File: src/rtl/hdc_pkg.sv
`default_nettype none

package hdc_pkg;

    // width of one readout beat
    localparam int STREAM_W = 128;

    // config bus data width
    localparam int CFG_DATA_W = 32;

    // config register map
    typedef enum logic [1:0] {
        // core enable mask, read/write
        ADDR_MASK  = 2'd0,
        // write only, clears counters and store count
        ADDR_CLEAR = 2'd1,
        // accepted store events, read only
        ADDR_COUNT = 2'd2
    } cfg_addr_e;

    // one config access per cycle
    typedef struct packed {
        logic                  we;
        cfg_addr_e             addr;
        logic [CFG_DATA_W-1:0] wdata;
    } cfg_bus_t;

    // output stream beat
    typedef struct packed {
        logic [STREAM_W-1:0] data;
        logic                last;
    } stream_beat_t;

    // readout sequencer states
    typedef enum logic {
        SEQ_IDLE   = 1'b0,
        SEQ_STREAM = 1'b1
    } seq_state_e;

endpackage

`default_nettype wire

File: src/rtl/bundle_cfg_regs.sv
`timescale 1ns/1ps
`default_nettype none

module bundle_cfg_regs import hdc_pkg::*; #(
    parameter int NCORE = 8
) (
    input  logic                  clk,
    input  logic                  rst,
    input  cfg_bus_t              cfg,
    input  logic                  store_accept,
    output logic [CFG_DATA_W-1:0] cfg_rdata,
    output logic [NCORE-1:0]      core_mask,
    output logic                  clear
);

    logic                  clear_wr;
    logic                  clear_wr_q;
    logic [CFG_DATA_W-1:0] store_cnt;

    // write to the clear address this cycle
    assign clear_wr = cfg.we && (cfg.addr == ADDR_CLEAR);

    // rising edge of clear_wr, so a held write gives one pulse
    // acts on the counters at the same edge as the write
    assign clear = clear_wr && !clear_wr_q;

    always_ff @(posedge clk) begin
        if (rst) begin
            clear_wr_q <= 1'b0;
        end else begin
            clear_wr_q <= clear_wr;
        end
    end

    // enable mask, all cores on after reset
    always_ff @(posedge clk) begin
        if (rst) begin
            core_mask <= '1;
        end else if (cfg.we && (cfg.addr == ADDR_MASK)) begin
            core_mask <= cfg.wdata[NCORE-1:0];
        end
    end

    // accepted store events
    // clear first, same priority as the counters
    always_ff @(posedge clk) begin
        if (rst || clear) begin
            store_cnt <= '0;
        end else if (store_accept) begin
            store_cnt <= store_cnt + 1'b1;
        end
    end

    // combinational readback
    always_comb begin
        case (cfg.addr)
            ADDR_MASK:  cfg_rdata = CFG_DATA_W'(core_mask);
            ADDR_COUNT: cfg_rdata = store_cnt;
            default:    cfg_rdata = '0;
        endcase
    end

    // clear is a single-cycle pulse
    a_clear_pulse: assert property (
        @(posedge clk) disable iff (rst)
        clear |=> !clear
    ) else $error("bundle_cfg_regs: clear held for two cycles");

endmodule

`default_nettype wire

File: config.mk
export PLATFORM = sky130hd
export DESIGN_NAME = bundle_cfg_regs
export DESIGN_NICKNAME = d
export VERILOG_FILES = /design/src/rtl/hdc_pkg.sv /design/src/rtl/bundle_cfg_regs.sv
export SDC_FILE = /design/constraint.sdc
export NUM_CORES = 1
export LEC_CHECK = 0
export BUFFER_PORTS_ARGS = -buffer_cell sky130_fd_sc_hd__buf_2
export CAP_MARGIN = 20
export CELL_PAD_IN_SITES_DETAIL_PLACEMENT = 0
export CELL_PAD_IN_SITES_GLOBAL_PLACEMENT = 1
export CORE_AREA = 8 8 88 90
export DETAILED_ROUTE_END_ITERATION = 7
export DIE_AREA = 0 0 96 98
export PLACE_DENSITY = 0.79
export SLEW_MARGIN = 20
export SYNTH_ARGS = -nofsm -noshare
export SYNTH_HDL_FRONTEND = slang
export SYNTH_SLANG_ARGS = --single-unit
File: constraint.sdc
create_clock -name clk -period 5.78 [get_ports clk]
set_input_delay 1.445 -clock clk [delete_from_list [all_inputs] [get_ports clk]]
set_output_delay 1.445 -clock clk [all_outputs]
set_load 0.01 [all_outputs]
# Yosys cells after proc, flatten, opt, wreduce, memory -nomap -nowiden
# Index checks and enable logic that the tools add are counted.
# totals
ff_bits,41
latchBits,0
ramBits,0
romBits,0
input_bits,38
word_cells,13
mem_count,0
# classes
addsub,1
mul,0
n_div,0
order_cmp,0
eq_ne,2
n_shift,0
n_mux,1
bitwise_logic,0
reduce_logical,6
# op_table
cell,n
case mux 32 bit (2 select lines),1
adder 32 x 1 -> 32 bit (second input constant),1
logical AND 1 bit,3
equality test 2 x 1 -> 1 bit (second input constant),1
equality test 2 bit (second input constant),1
zero test 2 bit,1
zero test 1 bit,1
logical OR 1 bit,1

# Longest topological paths before layout
# depth
depth_word,4
mapped_depth,7
mapped_depth_nobuf,5

# Worst setup path before layout
# OpenSTA, ideal clock, no wires.
# synth_path
path_kind,input port to output port
start,input cfg[33] (netlist bit)
end,output cfg_rdata[11]
arrival_ns,2.535
required_ns,4.335
setup_slack_ns,1.800
path_stages,4
n_path_buf,2
path_cell_list,buf_1 > nor2b_1 > clkbuf_1 > and2_1
# synth_between
elab_chain_cells,2
elab_cells_between_ends,3
classes_between,1 x eq/ne; 1 x mux; 1 x reduce/logical
# synth_rtl
item,line_no,rtl
"start, declared",bundle_cfg_regs.sv:9,"input cfg_bus_t cfg,"
equality test 2 bit or zero test 2 bit (tied branches),bundle_cfg_regs.sv:56,case (cfg.addr)
case mux 32 bit (2 select lines) (*),bundle_cfg_regs.sv:56,
"end, declared",bundle_cfg_regs.sv:11,"output logic [CFG_DATA_W-1:0] cfg_rdata,"
# Mark *: on every way between the ends. The rest lies on a longest branch, timed or not.

# Worst setup path in the final report
# layout_path
start,input cfg[33] (netlist bit)
end,output cfg_rdata[15]
# The elaborated chain is that of the path after synthesis.

==> impl_metrics.yaml <==
floorplanning:
  die_w_um: 96
  fp.coreArea_sq_um: 6490
  die_height_um: 98
  io_pins: 79
  start_util: 0.330
  die_area_sq_um: 9410
  row_count: 30
critical_path:
  r2r-end: "store_cnt[30]"
  critPathMostFrequentCell: "buf_2"
  required_ps: 4340
  arrival_ps: 2390
  worst-r2r-cell-count: 4
  path_class: "primary input to output pin"
  cp_cell_sequence: "buf_2 > nor2b_1 > buf_4 > and2_1 > buf_2"
  critPathLaunchType: "primary input"
  r2r_start: "store_cnt[3]"
  crit_fanout: 24
  crit_path_top_delay_cell: "buf_2"
  slowest_delay_ps: 260
  r2r_slack_ps: 3430
  end_kind: "output pin"
min_path:
  worstHoldStart: "store_cnt[31]"
  whs_endpoint: "store_cnt[31]"
  whs_path_depth: 2
  worstHoldPathType: "flop to flop"
synth:
  synth_nets: 294
  synth.distinct_cells: 31
  synth_edf_count: 0
  yosysMostFrequentCell: "dfxtp_1"
  netlist_area_sq_um: 2140
  ys_warn_count: 0
  synth_top_area_share: 0.383
  syn_area_per_cell_sq_um: 8.41
  synth_largest_area_cell: "dfxtp_1"
  synth-main-ff-cell: "dfxtp_1"
  ys_ff_latch: 41
  synth_commonest_cells: "dfxtp_1, and2_1, nor2_1"
  synth_area_leaders: "dfxtp_1, and2_1, or4_1"
  netlist_instances: 255
  async_reset_ff_frac: 0
  synth-seq-area-share: 0.383
detailed_routing:
  ant_nets: 0
  drt_pass1_iterations: 4
  routedWlPerCell_um: 13.4
  first_iter_violations: 78
  drc: 0
  drt-total-wl_um: 5110
  vias: 1957
  via_per_inst: 5.14
cts:
  clkTransAtPathRegs_ps: 80
  clock_latency_ps: 300
  root_buffer: "clkbuf_8"
  numCtsBuffers: 5
  max-clock-path-buffers: 2
  cts_tree: "yes"
  post_cts_buffers: 0
  cts_hold_buf: 0
  ctsResizeCount: 0
  cts_sinks: 41
  htreeDepth: 2
place:
  port_buffers: 54
  place_hpwl_um: 3590
  gp_congestion: 0.726
pwr:
  ir_drop_mv: 0.167
  leakage_nw: 0.989
  p_per_area_nw_per_um2: 235
timing:
  finalSetupTns_ps: 0
  hold_slack_ps: 466
  finalSetupViolCount: 0
  slew_headroom: 0.423
  tightest_slew_ps: 864
  clock_skew_ps: 8.00
  timing.fmax_ghz: 0.261
  hold_viol_final: 0
  period_minus_slack_ps: 3830
  rsz0062_at_grt: "false"
  min_period_over_period: 0.663
  slew_violations: 0
grt:
  first_global_vias: 1972
  grt_pass1_wl_um: 8850
  grt_usage: 0.115
  grt.overflow.total: 0
  grt_max_degree: 32
  antenna_found_initial: 0
final_layout:
  regArea_sq_um: 821
  multi_input_area_sq_um: 1220
  layout-drive-gt1-share: 0.223
  area_growth_pct: 20.3
  nNetsFinal: 339
  n_fill_cell: 686
  diodes: 0
outcome:
  outcome: "finished clean"
flow_run:
  cap_violations: 0
==> report_power, final <==
group	switching (W)	internal, W	total [W]
Combinational	0.0000244	0.0000187	0.0000431
Clock	0.000102	0.000172	0.000273
Sequential	0.00000404	0.000287	0.000291
==> worst max path at each step <==
stage	startpoint	endpoint	slack, ps	cells past startpoint
4_1_cts	cfg[33]	cfg_rdata[21]	1900	5
6_report	cfg[33]	cfg_rdata[15]	1950	5
5_1_grt	cfg[33]	cfg_rdata[30]	1810	5
2_1_floorplan	cfg[33]	cfg_rdata[11]	1800	4
3_5_place_dp	cfg[33]	cfg_rdata[21]	1900	5
3_3_place_gp	cfg[33]	cfg_rdata[31]	1940	5
==> critical path: cells and delay by family <==
kind / cells / cell delay, ps
simple gates: 2 / 320
buf+inv: 3 / 610
==> cell type report <==
| type | count | share of cell area |
|---|---|---|
| multi-input cells | 191 | 0.473 |
| flip-flops and latches | 41 | 0.318 |
| repair buffers | 56 | 0.111 |
| well taps | 80 | 0.0388 |
| clock buffers | 5 | 0.0267 |
| clock inverters | 3 | 0.0252 |
| inverters | 5 | 0.00727 |
==> through the flow <==
step           std cells  setup WS [ps]  instance area [sq um]  power [W]   util
6_report             381           1950                   2580   0.000607  0.397
5_1_grt              381           1810                   2580   0.000635  0.397
4_1_cts              381           1900                   2580   0.000618  0.397
3_5_place_dp         373           1900                   2450   0.000342  0.377
3_3_place_gp         373           1940                   2450   0.000340  0.377
2_1_floorplan        255           1800                   2140   0.000324      -
==> cells in the final DEF (no fill, tap or decap), types with 6 or more instances in the layout <==
cell type and instances:
buf_2 54, a21oi_1 17, nor2b_1 9, dfxtp_1 41, o31ai_1 12, mux2i_1 10
xnor2_1 8, nor2_1 23, and2_1 24, nand2_1 12, nand4_1 6, or3_1 6
a211o_1 8, or4_1 17, nand3_1 10
==> layer usage <==
metal  global-route usage  vias up  part of all wire
met5                    0        -                 0
met4               0.0426        0             0.015
met3               0.0530        8              0.10
met2                0.163       60              0.41
met1                0.146      876              0.48
li1                     -     1013                 -
==> registers in the layout (all words and copies together) (netlist names) <==
| name | flops |
|---|---|
| store_cnt | 32 |
| core_mask | 8 |
| clear_wr_q | 1 |
==> kinds of logic after synthesis <==
family / count (synthesis) / share of synthesized area
simple gates: 125 / 0.338
compound gates: 42 / 0.126
flops: 41 / 0.383
xor+xnor: 13 / 0.0531
buf+inv: 23 / 0.0478
mux: 10 / 0.0467
fa+ha+maj: 1 / 0.00583
Power figures use the tool's default switching activity.
