===== src/rtl/hdc_pkg.sv =====
`default_nettype none

package hdc_pkg;

    // width of one readout beat
    localparam int STREAM_W = 128;

    // config bus data width
    localparam int CFG_DATA_W = 32;

    // config register map
    typedef enum logic [1:0] {
        // core enable mask, read/write
        ADDR_MASK  = 2'd0,
        // write only, clears counters and store count
        ADDR_CLEAR = 2'd1,
        // accepted store events, read only
        ADDR_COUNT = 2'd2
    } cfg_addr_e;

    // one config access per cycle
    typedef struct packed {
        logic                  we;
        cfg_addr_e             addr;
        logic [CFG_DATA_W-1:0] wdata;
    } cfg_bus_t;

    // output stream beat
    typedef struct packed {
        logic [STREAM_W-1:0] data;
        logic                last;
    } stream_beat_t;

    // readout sequencer states
    typedef enum logic {
        SEQ_IDLE   = 1'b0,
        SEQ_STREAM = 1'b1
    } seq_state_e;

endpackage

`default_nettype wire


===== src/rtl/stream_sequencer.sv =====
`timescale 1ns/1ps
`default_nettype none

module stream_sequencer import hdc_pkg::*; #(
    parameter int DIM = 512
) (
    input  logic                                clk,
    input  logic                                rst,
    input  logic                                read_start,
    output logic                                busy,
    output logic                                stream_v,
    output logic [((DIM / STREAM_W) > 1 ? $clog2(DIM / STREAM_W) : 1)-1:0] stream_i,
    output logic                                stream_last,
    output logic                                out_valid
);

    localparam int NWORDS = DIM / STREAM_W;
    localparam int IDX_W  = (NWORDS > 1) ? $clog2(NWORDS) : 1;
    // index of the final beat
    localparam logic [IDX_W-1:0] LAST_IDX = IDX_W'(NWORDS - 1);

    seq_state_e state;
    logic       at_last;

    assign at_last = (stream_i == LAST_IDX);

    // read_start only seen in idle, a start while busy is dropped
    always_ff @(posedge clk) begin
        if (rst) begin
            state    <= SEQ_IDLE;
            stream_v <= 1'b0;
            stream_i <= '0;
        end else begin
            case (state)
                SEQ_IDLE: begin
                    if (read_start) begin
                        state    <= SEQ_STREAM;
                        stream_v <= 1'b1;
                        stream_i <= '0;
                    end
                end
                SEQ_STREAM: begin
                    // one beat per cycle
                    if (at_last) begin
                        state    <= SEQ_IDLE;
                        stream_v <= 1'b0;
                        stream_i <= '0;
                    end else begin
                        stream_i <= stream_i + 1'b1;
                    end
                end
                default: begin
                    state    <= SEQ_IDLE;
                    stream_v <= 1'b0;
                end
            endcase
        end
    end

    assign busy        = (state == SEQ_STREAM);
    assign stream_last = stream_v && at_last;

    // beat register sits one cycle behind stream_v
    always_ff @(posedge clk) begin
        if (rst) begin
            out_valid <= 1'b0;
        end else begin
            out_valid <= stream_v;
        end
    end

    // valid flag tracks the FSM exactly
    a_v_matches_state: assert property (
        @(posedge clk) disable iff (rst)
        stream_v == (state == SEQ_STREAM)
    ) else $error("stream_sequencer: stream_v out of step with FSM");

endmodule

`default_nettype wire

===== config.mk =====
export PLATFORM = sky130hd
export DESIGN_NAME = stream_sequencer
export DESIGN_NICKNAME = d
export VERILOG_FILES = /design/src/rtl/hdc_pkg.sv /design/src/rtl/stream_sequencer.sv
export SDC_FILE = /design/constraint.sdc
export NUM_CORES = 1
export LEC_CHECK = 0
export BUFFER_PORTS_ARGS = -buffer_cell sky130_fd_sc_hd__buf_2
export CAP_MARGIN = 20
export CORE_AREA = 2 2 39 41
export CTS_CLUSTER_DIAMETER = 200
export DETAILED_ROUTE_END_ITERATION = 6
export DIE_AREA = 0 0 41 43
export GPL_TIMING_DRIVEN = 0
export SLEW_MARGIN = 25
export SYNTH_ARGS = -nofsm -noshare
export SYNTH_HDL_FRONTEND = slang
export SYNTH_SLANG_ARGS = --single-unit
export TNS_END_PERCENT = 50

===== constraint.sdc =====
create_clock -name clk -period 1.1 [get_ports clk]
set_clock_uncertainty 0.05 [all_clocks]
set_input_delay 0.055 -clock clk [delete_from_list [all_inputs] [get_ports clk]]
set_output_delay 0.055 -clock clk [all_outputs]
set_load 0.1 [all_outputs]

Word level (Yosys, flattened, before mapping):

Cells that the tools add are included.

* $add $sub $neg: 1
* multipliers: 0
* divide/modulo/power cells: 0
* $lt $le $gt $ge: 0
* equal/unequal tests: 3
* shifts and indexed selects: 0
* muxes and demuxes: 9
* bitwise logic cells: 1
* reductions and logical operators: 2

Operator list (number)
* $mux 1: 4
* $mux 2: 2
* $pmux 1 s2: 2
* $pmux 2 s2: 1
* $add 2x1->2 const B: 1
* $eq 2x2->1 const B: 1
* $ne 2x1->1 const B: 1
* $ne 2x2->1 const B: 1
* $reduce_and 2->1: 1
* $logic_and 1x1->1: 1
* $not 1->1: 1

* flip-flop bits (word level): 5
* bits in latches: 0
* bits in writable memories: 0
* memory bits (read-only): 0
* bits of input ports: 3
* output and inout bits: 6
* logic and storage cells: 20
* memories: 0

Logic depth before layout (Yosys ltp):

Gate-level depths: netlist of the first run.

* depth in word-level cells: 3
* gate-level depth with buffers: 3
* depth with buffers taken out: 3

Worst setup path after synthesis of the first run:

Ideal clock, no wire load.

* path kind: register to output
* start: reg stream_i[0] (netlist name)
* end: out stream_last
* arrival time: 2.049 ns
* required time: 0.995 ns
* path slack: -1.054 ns
* cell stages (with the launch flop): 3
* path buffers: 0
* cells stage by stage: dfxtp_1 > ha_1 > and2_1

* longest elaborated chain between the ends: 2

Ends and longest elaborated chain
* start, declared: RTL line stream_sequencer.sv:12 `output logic [((DIM / STREAM_W) > 1 ? $clog2(DIM / STREAM_W) : 1)-1:0] stream_i,`
* start signal, assigned: RTL line stream_sequencer.sv:49 `stream_i <= stream_i + 1'b1;`
* $eq 2x2->1: RTL line stream_sequencer.sv:25 `assign at_last = (stream_i == LAST_IDX);`
* $logic_and 1x1->1: RTL line stream_sequencer.sv:61 `assign stream_last = stream_v && at_last;`
* end, declared: RTL line stream_sequencer.sv:13 `output logic stream_last,`

No other way between the ends.

Final worst setup path of the first run:

Same ends and word-level chain as after synthesis.

==> impl_metrics.tcl, run 1 <==
set metrics [dict create \
    run_status "finished with violations" \
    violations_in_the_final_reports "negative setup slack" \
    worst_setup_startpoint "stream_i[0]$_SDFFE_PP0P_" \
    power.total_w 0.000563 \
    die_h_um 43 \
    io_buffers 8 \
    tightest_slew_ns 0.488 \
    swShare_pct 34.9 \
    internal_power_w 0.000366 \
    clock.fmax_mhz 871 \
    grt.overflow.total 0 \
    r2r_cells 4 \
    hold_path_class "in -> reg" \
    layout-area-overhead-vs-synth_pct 83.4 \
    post_synth.cell_area_avg_um2 10.6 \
    rsz0062_at_grt "true" \
    cts_num_sinks 5 \
    avgViaCountPerCell 3.84 \
    drt_iter0_drc 5 \
    netlist_instances 20 \
    clkPwrFrac_pct 36.4 \
    critPathArrivalTime_ns 1.04 \
    finish.cell_count_without_fillers 51 \
    final_layout_size_suffix_gt1_share_pct 60.0 \
    final_max_slew_violation_count 0 \
    gp_routability_congestion 0.594 \
    crit_required_ns 1.00 \
    maxSlewHeadroom_pct 67.7 \
    num_antenna_cells 0 \
    detailed_place_hpwl_um 360 \
    grt_antenna_before_repair 0 \
    path_class "reg -> out" \
    synthSimpleGateAreaFrac_pct 22.5 \
    vias_in_the_first_global_route 193 \
    p_comb_share_pct 26.7 \
    insertion_delay_ns 0.23 \
    vdd.ir_drop.worst_v 0.000378 \
    critPathCaptureType "primary output" \
    setup_ws_post_layout_ns -0.0478 \
    num_vias 196 \
    syn-num-nets 25 \
    reg2reg_from "stream_i[0]$_SDFFE_PP0P_" \
    net_switching_component_of_the_power_w 0.000196 \
    startpoint_type "flip-flop" \
    combinational_family_with_the_most_area_after_synthesis "simple AND/OR/NAND/NOR gates" \
    die_width_um 41 \
    routed_wirelength_um 465 \
    tritoncts "built" \
    cts-root-buf "clkbuf_4" \
    place_worst_setup_slack_ns -0.0453 \
    seq_power_share_pct 36.9 \
    drv.max_cap_violation_count 0 \
    finalNetCount 41 \
    netlist_area_um2 211 \
    yosys.area_share.xor_xnor_pct 0 \
    crit-reg2reg-capture "stream_i[0]$_SDFFE_PP0P_" \
    synth_compound_area_share_pct 14.8 \
    yosysUniqueCellTypes 13 \
    wl_per_cell_um 9.12 \
    synth_sequential_area_ratio_pct 47.3 \
    power-per-cell-area_mw_per_mm2 1450 \
    maximum_number_of_pins_on_one_net_before_global_route_repair 9 \
    r2r_setup_slk_ns 0.02 \
    hold_ws_ns 0.0583 \
    detail_route.first_pass.iterations 4 \
    longest_clk_path_bufs 2 \
    ant_nets 0 \
    grt_pass1_wl_um 724 \
    min_period_ns 1.15 \
    drc 0 \
    post_synth_mux_area_share_pct 0 \
    dp.cells 44 \
    cts_buffers 3 \
    static_leakage_nw 0.161 \
    dieArea_mm2 0.00176 \
    floorplan.initialDensity_pct 15.3 \
    synth-seq-cells 5 \
    post_synth_fa_ha_maj_area_fraction_pct 11.8 \
    cts_clock_pin_slew_for_the_worst_setup_and_hold_paths_ns 0.04 \
    setup_viols_final 2 \
    fp.coreArea_mm2 0.00138 \
    setup.worst_path.end "stream_last" \
    yosys_warnings 0 \
    top_level_ports 9 \
    rows 14 \
    final_hold_viol_count 0 \
    layout_worst_path_cycle_share_pct 104 \
    critical_path_peak_fanout 5 \
    cts_h_tree_lvls 1 \
    track_usage_pct 6.63 \
]
per-layer routing:
layer / share of wire [%] / vias to the layer above / GRT usage [%]
met3: 11 / 2 / 3.14
met4: 1.3 / 0 / 8.00
met1: 48 / 83 / 8.04
li1: - / 100 / -
met5: 0 / - / 0
met2: 39 / 11 / 7.19
cells by family (layout without fill, tap and decap cells):
family	after synthesis	count (layout)
flops	5	5
fa+ha+maj	2	2
simple gates	7	7
buf+inv	2	17
compound gates	4	4
cell usage after synthesis:
| master | count | area (um2) |
|---|---|---|
| a211oi_1 | 1 | 7.51 |
| and2_1 | 1 | 6.26 |
| inv_1 | 2 | 7.51 |
| nand2_1 | 2 | 7.51 |
| a31o_1 | 1 | 8.76 |
| a32o_1 | 1 | 10.0 |
| nor2b_1 | 1 | 6.26 |
| ha_1 | 2 | 25.0 |
| nor2_1 | 1 | 3.75 |
| or3b_1 | 1 | 8.76 |
| dfxtp_1 | 5 | 100 |
| a21oi_1 | 1 | 5.00 |
| nor4b_2 | 1 | 15.0 |
cell type report:
class | count | area (um2)
Fill cell | 153 | 996
Multi-Input combinational cell | 13 | 131
Sequential cell | 5 | 115
Timing Repair Buffer | 11 | 87.6
Clock buffer | 4 | 26.3
Tap cell | 16 | 20.0
Inverter | 2 | 7.51
repair_timing:
action | 4_1_cts | 5_1_grt
setup endpoints to repair | 5 | 3
endpoints found under the hold margin | 2 | 0
pin swaps | 2 | 1
setup buffers | 0 | 2
hold buffers | 1 | 0
gates resized for setup | 6 | 1
placed cells by master (no fill, tap or decap), drive strengths merged:
cell / instances
buf: 9
dfxtp: 5
clkbuf: 5
nand2: 2
inv: 2
ha: 2
and2: 1
nor2: 1
a211oi: 1
or3b: 1
a21oi: 1
nor2b: 1
nor4b: 1
a31o: 1
a32o: 1
dlygate4sd3: 1
critical path, cell delays in order, from the launching register on:
cell and delay (ns):
dfxtp_4 0.36, ha_4 0.16, and2_4 0.13, buf_12 0.16
power by group through the flow:
stage	sequential [W]	clock, W	combinational, W
2_1_floorplan	0.000303	0	0.0000208
3_3_place_gp	0.000212	0	0.000135
3_5_place_dp	0.000213	0	0.000136
4_1_cts	0.000210	0.000219	0.000143
5_1_grt	0.000209	0.000226	0.000156
6_report	0.000208	0.000205	0.000150
worst min path at each step:
stage | from | end | slack [ns] | depth (start not counted)
global route | read_start | stream_v$_SDFFE_PP0P_ | 0.06 | 2
floorplan | rst | stream_i[1]$_SDFFE_PP0P_ | 0.06 | 1
finish | read_start | stream_v$_SDFFE_PP0P_ | 0.06 | 2
CTS | read_start | stream_v$_SDFFE_PP0P_ | 0.05 | 2
global placement | rst | stream_i[1]$_SDFFE_PP0P_ | 0.25 | 2
detailed placement | rst | stream_i[1]$_SDFFE_PP0P_ | 0.23 | 2
registers in the layout, indices dropped and copies added, names as in the netlist:
| register | cells |
|---|---|
| stream_v | 1 |
| out_valid | 1 |
| stream_i | 2 |
| busy | 1 |
per-stage QoR:
step / util, % / setup TNS (ns) / instance area [um2]
after floorplan: - / -0.188 / 254
after global placement: 22.7 / -0.0423 / 314
after detailed placement: 22.7 / -0.0453 / 314
after CTS: 26.8 / -0.230 / 370
after global routing: 28.0 / -0.187 / 388
final: 28.0 / -0.0889 / 388
No activity file was read; power rests on OpenSTA's default activity.
==> inputs of run 2 (changes only) <==
--- a/config.mk
+++ b/config.mk
@@ -5,6 +5,7 @@
 export SDC_FILE = /design/constraint.sdc
 export NUM_CORES = 1
 export LEC_CHECK = 0
+export ABC_AREA = 1
 export BUFFER_PORTS_ARGS = -buffer_cell sky130_fd_sc_hd__buf_2
 export CAP_MARGIN = 20
 export CORE_AREA = 2 2 39 41
==> run 2 against run 1 <==
Non-clock buffer count unchanged. Area after synthesis decreased by 0.59%. The run still ends with negative setup slack left. Count of clock-buffer cells in the layout unchanged. Combinational power increased by 19%. Register-to-register slack improved by 0.07 ns. Largest power group unchanged. Maximum frequency decreased by 2.0%. Wire length increased by 5.2%.
==> impl_metrics.tcl, run 2 <==
set metrics [dict create \
    n_fill_cell 154 \
    rsz0062_at_grt "true" \
    clkPwrFrac_pct 35.1 \
    clock.fmax_mhz 854 \
    routed_wirelength_um 489 \
    timing.critical_path.cells "ha_4 > nand2_4 > clkinvlp_4 > buf_12" \
    detailed_place_hpwl_um 359 \
    post-synth-top-area-cell "dfxtp_1" \
    io_buffers 8 \
    worst_hold_path.num_cells 3 \
    violations_in_the_final_reports "negative setup slack" \
    netlist_instances 26 \
    static_leakage_nw 0.175 \
    die_width_um 41 \
    layout-area-overhead-vs-synth_pct 78.6 \
    hold_ws_ns 0.0234 \
    critPathArrivalTime_ns 1.07 \
    power-per-cell-area_mw_per_mm2 1630 \
    p_comb_share_pct 29.3 \
    place_worst_setup_slack_ns -0.0515 \
    cts_h_tree_lvls 1 \
    vias_in_the_first_global_route 195 \
    setup-tns-final_ns -0.164 \
    grt_antenna_before_repair 0 \
    async_reset_ff_share_pct 0 \
    yosysTopAreaCellShare_pct 47.6 \
    slowest_stage "dfxtp_4" \
    layout_worst_path_cycle_share_pct 106 \
    wl_per_cell_um 8.58 \
    fp.coreArea_mm2 0.00138 \
    min_period_ns 1.17 \
    net_switching_component_of_the_power_w 0.000239 \
    hp-start "read_start" \
    r2r_setup_slk_ns 0.09 \
    crit_required_ns 1.00 \
    internal_power_w 0.000373 \
    yosys_warnings 0 \
    dieArea_mm2 0.00176 \
    floorplan.initialDensity_pct 15.2 \
    r2r_cells 5 \
    startpoint_type "flip-flop" \
    registers.top_by_ff_count "stream_i" \
    netlist_area_um2 210 \
    num_antenna_cells 0 \
    multi_input_comb_area_um2 119 \
    cts_num_sinks 5 \
    ant_nets 0 \
    rows 14 \
    synth-seq-cells 5 \
    synth_sequential_area_ratio_pct 47.6 \
    vdd.ir_drop.worst_v 0.000428 \
    dp.cells 50 \
    grt_pass1_wl_um 731 \
    cts-root-buf "clkbuf_4" \
    yosysUniqueCellTypes 9 \
    tritoncts "built" \
    maxSlewHeadroom_pct 67.9 \
    min_to "stream_v$_SDFFE_PP0P_" \
    hold_path_class "in -> reg" \
    crit-reg2reg-capture "stream_i[0]$_SDFFE_PP0P_" \
    stdcell_area_um2 375 \
    drt_iter0_drc 2 \
    timing.critical_path.slowest_cell_delay_ns 0.35 \
    track_usage_pct 7.24 \
    top_level_ports 9 \
    synth_top_cells_by_area "dfxtp_1 (48%), ha_1 (12%), o21ai_0 (9.5%)" \
    cts_clock_pin_slew_for_the_worst_setup_and_hold_paths_ns 0.05 \
    grt.overflow.total 0 \
    drv.max_cap_violation_count 0 \
    gp_routability_congestion 0.620 \
    setup_ws_post_layout_ns -0.0712 \
    seq_power_share_pct 35.7 \
    total_placed_instance_area_um2 297 \
    sequential_cell_area_um2 110 \
    final_hold_viol_count 0 \
    detail_route.first_pass.iterations 4 \
    avgViaCountPerCell 3.72 \
    final_layout_size_suffix_gt1_share_pct 53.7 \
    cts_buffers 3 \
    path_class "reg -> out" \
    post_synth.cell_area_avg_um2 8.08 \
    die_h_um 43 \
    swShare_pct 39.1 \
    longest_clk_path_bufs 2 \
    synth-main-ff-cell "dfxtp_1" \
    maximum_number_of_pins_on_one_net_before_global_route_repair 8 \
    synth-edff-count 0 \
    mostFrequentLayoutCells "nor2_1 (5), buf_2 (5), o21ai_0 (4), clkbuf_4 (4)" \
    syn-num-nets 31 \
    finalNetCount 47 \
    critPathCaptureType "primary output" \
    synth_top_cells_by_count "dfxtp_1 (5), nor2_1 (5), nand2_1 (4), o21ai_0 (4), inv_1 (3)" \
    largest_register_ff_count 2 \
    tightest_slew_ns 0.485 \
    run_status "finished with violations" \
    insertion_delay_ns 0.24 \
    setup_viols_final 3 \
    final_max_slew_violation_count 0 \
    finish.cell_count_without_fillers 57 \
    drc 0 \
    num_vias 212 \
    critical_path_peak_fanout 3 \
    reg2reg_from "stream_i[0]$_SDFFE_PP0P_" \
]
[run 2: what timing repair did]
item                                    4_1_cts  5_1_grt
endpoints found under the setup margin        5        4
resized for setup                             7        1
pin swaps                                     2        0
hold buffers                                  1        0
endpoints found under the hold margin         2        0
buffers inserted                              2        0
[run 2: stage by stage]
step           power [W]  util, %
6_report        0.000612     27.1
5_1_grt         0.000653     27.1
4_1_cts         0.000624     26.9
3_5_place_dp    0.000386     21.4
3_3_place_gp    0.000385     21.4
2_1_floorplan   0.000358        -
[run 2: worst max-delay path, delay by kind of cell (launching register included)]
kind | cells | cell delay [ns]
adders and majority gates | 1 | 0.16
DFF | 1 | 0.35
buffers and inverters | 2 | 0.24
and+or+nand+nor | 1 | 0.06
[run 2: per-layer routing]
layer | global-route usage, % | vias to the layer above | part of all wire (%)
li1 | - | 112 | -
met2 | 8.13 | 11 | 42
met5 | 0 | - | 0
met4 | 4.00 | 0 | 0
met3 | 7.85 | 0 | 13
met1 | 8.06 | 89 | 44
[run 2: worst max path at each step]
stage,from,endpoint,depth (start not counted)
after global routing,stream_i[0]$_SDFFE_PP0P_,stream_last,4
after detailed placement,stream_i[0]$_SDFFE_PP0P_,stream_last,4
after CTS,stream_i[1]$_SDFFE_PP0P_,stream_last,4
final,stream_i[1]$_SDFFE_PP0P_,stream_last,4
after global placement,stream_i[0]$_SDFFE_PP0P_,stream_last,4
after floorplan,stream_v$_SDFFE_PP0P_,stream_last,2
[run 2: power groups by stage]
stage / clock, W / combinational [W] / sequential (W)
floorplan: 0 / 0.0000258 / 0.000332
global placement: 0 / 0.000164 / 0.000221
detailed placement: 0 / 0.000165 / 0.000222
CTS: 0.000226 / 0.000179 / 0.000219
global route: 0.000243 / 0.000189 / 0.000221
finish: 0.000215 / 0.000179 / 0.000218
[run 2: kinds of logic (layout without fill, tap and decap cells)]
family          Yosys count  in the layout  share of synthesized area (%)
fa+ha+maj                 2              2                           11.9
compound gates            6              6                           16.1
buf+inv                   3             18                           5.36
flops                     5              5                           47.6
simple gates             10             10                           19.0
[run 2: area by class of cell]
class | instances | share of cell area [%]
clock buffer | 4 | 7.00
inverter | 3 | 4.00
multi-input combinational | 18 | 31.7
sequential | 5 | 29.3
tap | 16 | 5.33
timing repair buffer | 11 | 22.7
==> inputs of run 3 (changes only) <==
--- a/config.mk
+++ b/config.mk
@@ -8,11 +8,12 @@
 export ABC_AREA = 1
 export BUFFER_PORTS_ARGS = -buffer_cell sky130_fd_sc_hd__buf_2
 export CAP_MARGIN = 20
-export CORE_AREA = 2 2 39 41
+export CORE_AREA = 8 8 45 47
 export CTS_CLUSTER_DIAMETER = 200
 export DETAILED_ROUTE_END_ITERATION = 6
-export DIE_AREA = 0 0 41 43
+export DIE_AREA = 0 0 53 55
 export GPL_TIMING_DRIVEN = 0
+export RECOVER_POWER = 100
 export SLEW_MARGIN = 25
 export SYNTH_ARGS = -nofsm -noshare
 export SYNTH_HDL_FRONTEND = slang
==> run 3 against run 2 <==
The flow still finishes with violations (negative setup slack). Global-route usage is 2.7 points lower. Sequential share of layout area is 0.40 points higher. Register-to-register slack better by 0.02 ns. Largest cell class unchanged. Largest power group unchanged.
==> impl_metrics.tcl, run 3 (same netlist as run 2, synthesis figures left out) <==
set metrics [dict create \
    violations_in_the_final_reports "negative setup slack" \
    grt_antenna_before_repair 0 \
    finalNetCount 47 \
    maximum_number_of_pins_on_one_net_before_global_route_repair 8 \
    r2r_setup_slk_ns 0.11 \
    gp_routability_congestion 0.676 \
    startpoint_type "flip-flop" \
    rows 14 \
    path_class "reg -> out" \
    layout_worst_path_cycle_share_pct 106 \
    dieArea_mm2 0.00292 \
    drv.max_cap_violation_count 0 \
    ant_nets 0 \
    longest_clk_path_bufs 2 \
    r2r_cells 5 \
    vias_in_the_first_global_route 195 \
    reg2reg_from "stream_i[0]$_SDFFE_PP0P_" \
    fp.coreArea_mm2 0.00138 \
    drc 0 \
    total_placed_instance_area_um2 297 \
    die_h_um 55 \
    crit-reg2reg-capture "stream_i[0]$_SDFFE_PP0P_" \
    hp-start "read_start" \
    slowest_stage "dfxtp_4" \
    cts_buffers 3 \
    setup.worst_path.end "stream_last" \
    routed_wirelength_um 520 \
    die_width_um 53 \
    registers.top_by_ff_count "stream_i" \
    cts-root-buf "clkbuf_4" \
    detail_route.first_pass.iterations 2 \
    finish.cell_count_without_fillers 57 \
    timing.critical_path.cells "ha_4 > nand2_4 > clkinvlp_4 > buf_12" \
    tightest_slew_ns 0.489 \
    num_antenna_cells 0 \
    clock.fmax_mhz 854 \
    crit_required_ns 1.00 \
    tritoncts "built" \
    rsz0062_at_grt "true" \
    maxSlewHeadroom_pct 67.6 \
    drt_iter0_drc 1 \
    most_common_cell_after_layout_fill_and_taps_aside "nor2_1" \
    cts_h_tree_lvls 1 \
    wl_per_cell_um 9.12 \
    cts_clock_pin_slew_for_the_worst_setup_and_hold_paths_ns 0.04 \
    setup-tns-final_ns -0.166 \
    critPathArrivalTime_ns 1.07 \
    setup_viols_final 3 \
    avgViaCountPerCell 3.65 \
    grt.overflow.total 0 \
    mostFrequentLayoutCells "nor2_1 (5), o21ai_0 (4), clkbuf_4 (4), buf_2 (4)" \
    num_vias 208 \
    critPathCaptureType "primary output" \
    cts_num_sinks 5 \
    insertion_delay_ns 0.24 \
    power-per-cell-area_mw_per_mm2 1660 \
    postLayoutCoreUtil_pct 26.8 \
    timing.critical_path.slowest_cell_delay_ns 0.35 \
    top_level_ports 9 \
    min_period_ns 1.17 \
    worst_setup_startpoint "stream_i[0]$_SDFFE_PP0P_" \
    static_leakage_nw 0.170 \
    stdcell_area_um2 370 \
    run_status "finished with violations" \
    grt_pass1_wl_um 841 \
    critical_path_peak_fanout 3 \
    setup_ws_post_layout_ns -0.0713 \
    hold_path_class "in -> reg" \
    io_buffers 8 \
    track_usage_pct 4.54 \
    final_hold_viol_count 0 \
    final_layout_size_suffix_gt1_share_pct 46.3 \
    floorplan.initialDensity_pct 15.2 \
    layout-area-overhead-vs-synth_pct 76.2 \
    dp.cells 50 \
    largest_register_ff_count 2 \
    vdd.ir_drop.worst_v 0.000424 \
    final_max_slew_violation_count 0 \
]
==> run 3: cell types whose count changed in the layout (fill, tap and decap cells not counted), sizes merged <==
| cell | before | now |
|---|---|---|
| clkbuf | 5 | 7 |
| buf | 9 | 7 |
==> run 3: layout make-up <==
| type | instances | area, um2 |
|---|---|---|
| fill | 162 | 1010 |
| multi-input combinational | 18 | 115 |
| sequential | 5 | 110 |
| timing repair buffer | 11 | 83.8 |
| clock buffer | 4 | 26.3 |
| tap | 16 | 20.0 |
| inverter | 3 | 15.0 |
==> run 3: where the power goes <==
group	total [W]	internal, W	switching [W]
logic	0.000178	0.0000367	0.000142
clock network	0.000218	0.000138	0.0000807
registers	0.000218	0.000198	0.0000203
total	0.000615	0.000372	0.000243
==> run 3: layer usage <==
metal	global-route usage (%)	vias up	wire length (um)
li1	-	111	-
met1	4.41	86	243
met2	4.88	9	189
met3	3.74	2	74
met4	6.47	0	13
met5	0	-	0
==> run 3: through the flow <==
| stage | power (W) | hold slack, ns | setup slack, ns |
|---|---|---|---|
| finish | 0.000615 | 0.0315 | -0.0713 |
| global route | 0.000656 | 0.0441 | -0.114 |
| CTS | 0.000626 | 0.0314 | -0.0850 |
| detailed placement | 0.000388 | 0.213 | -0.0559 |
| global placement | 0.000386 | 0.214 | -0.0454 |
| floorplan | 0.000358 | 0.0583 | -0.213 |
==> run 3: worst min-delay path by stage <==
stage                     cells after the start                        to  slack (ns)
after CTS                                     3     stream_v$_SDFFE_PP0P_        0.03
after floorplan                               1  stream_i[1]$_SDFFE_PP0P_        0.06
after global routing                          3     stream_v$_SDFFE_PP0P_        0.04
final                                         3     stream_v$_SDFFE_PP0P_        0.03
after detailed placement                      2  stream_i[1]$_SDFFE_PP0P_        0.21
after global placement                        2  stream_i[1]$_SDFFE_PP0P_        0.21
==> run 3: critical path: cells and delay by family, from the launching register on <==
family | cells | cell delay, ns
adder cells (fa/ha/maj) | 1 | 0.16
buffers and inverters | 2 | 0.25
flip-flops | 1 | 0.35
AND/OR/NAND/NOR | 1 | 0.06
==> run 3: timing repair <==
| action | in CTS | in global routing |
|---|---|---|
| endpoints found under the hold margin | 2 | 0 |
| setup buffers | 2 | 0 |
| pin swaps | 2 | 1 |
| hold buffers | 1 | 0 |
| cloned | 0 | 0 |
| gates resized for setup | 8 | 1 |
| endpoints found under the setup margin | 5 | 4 |
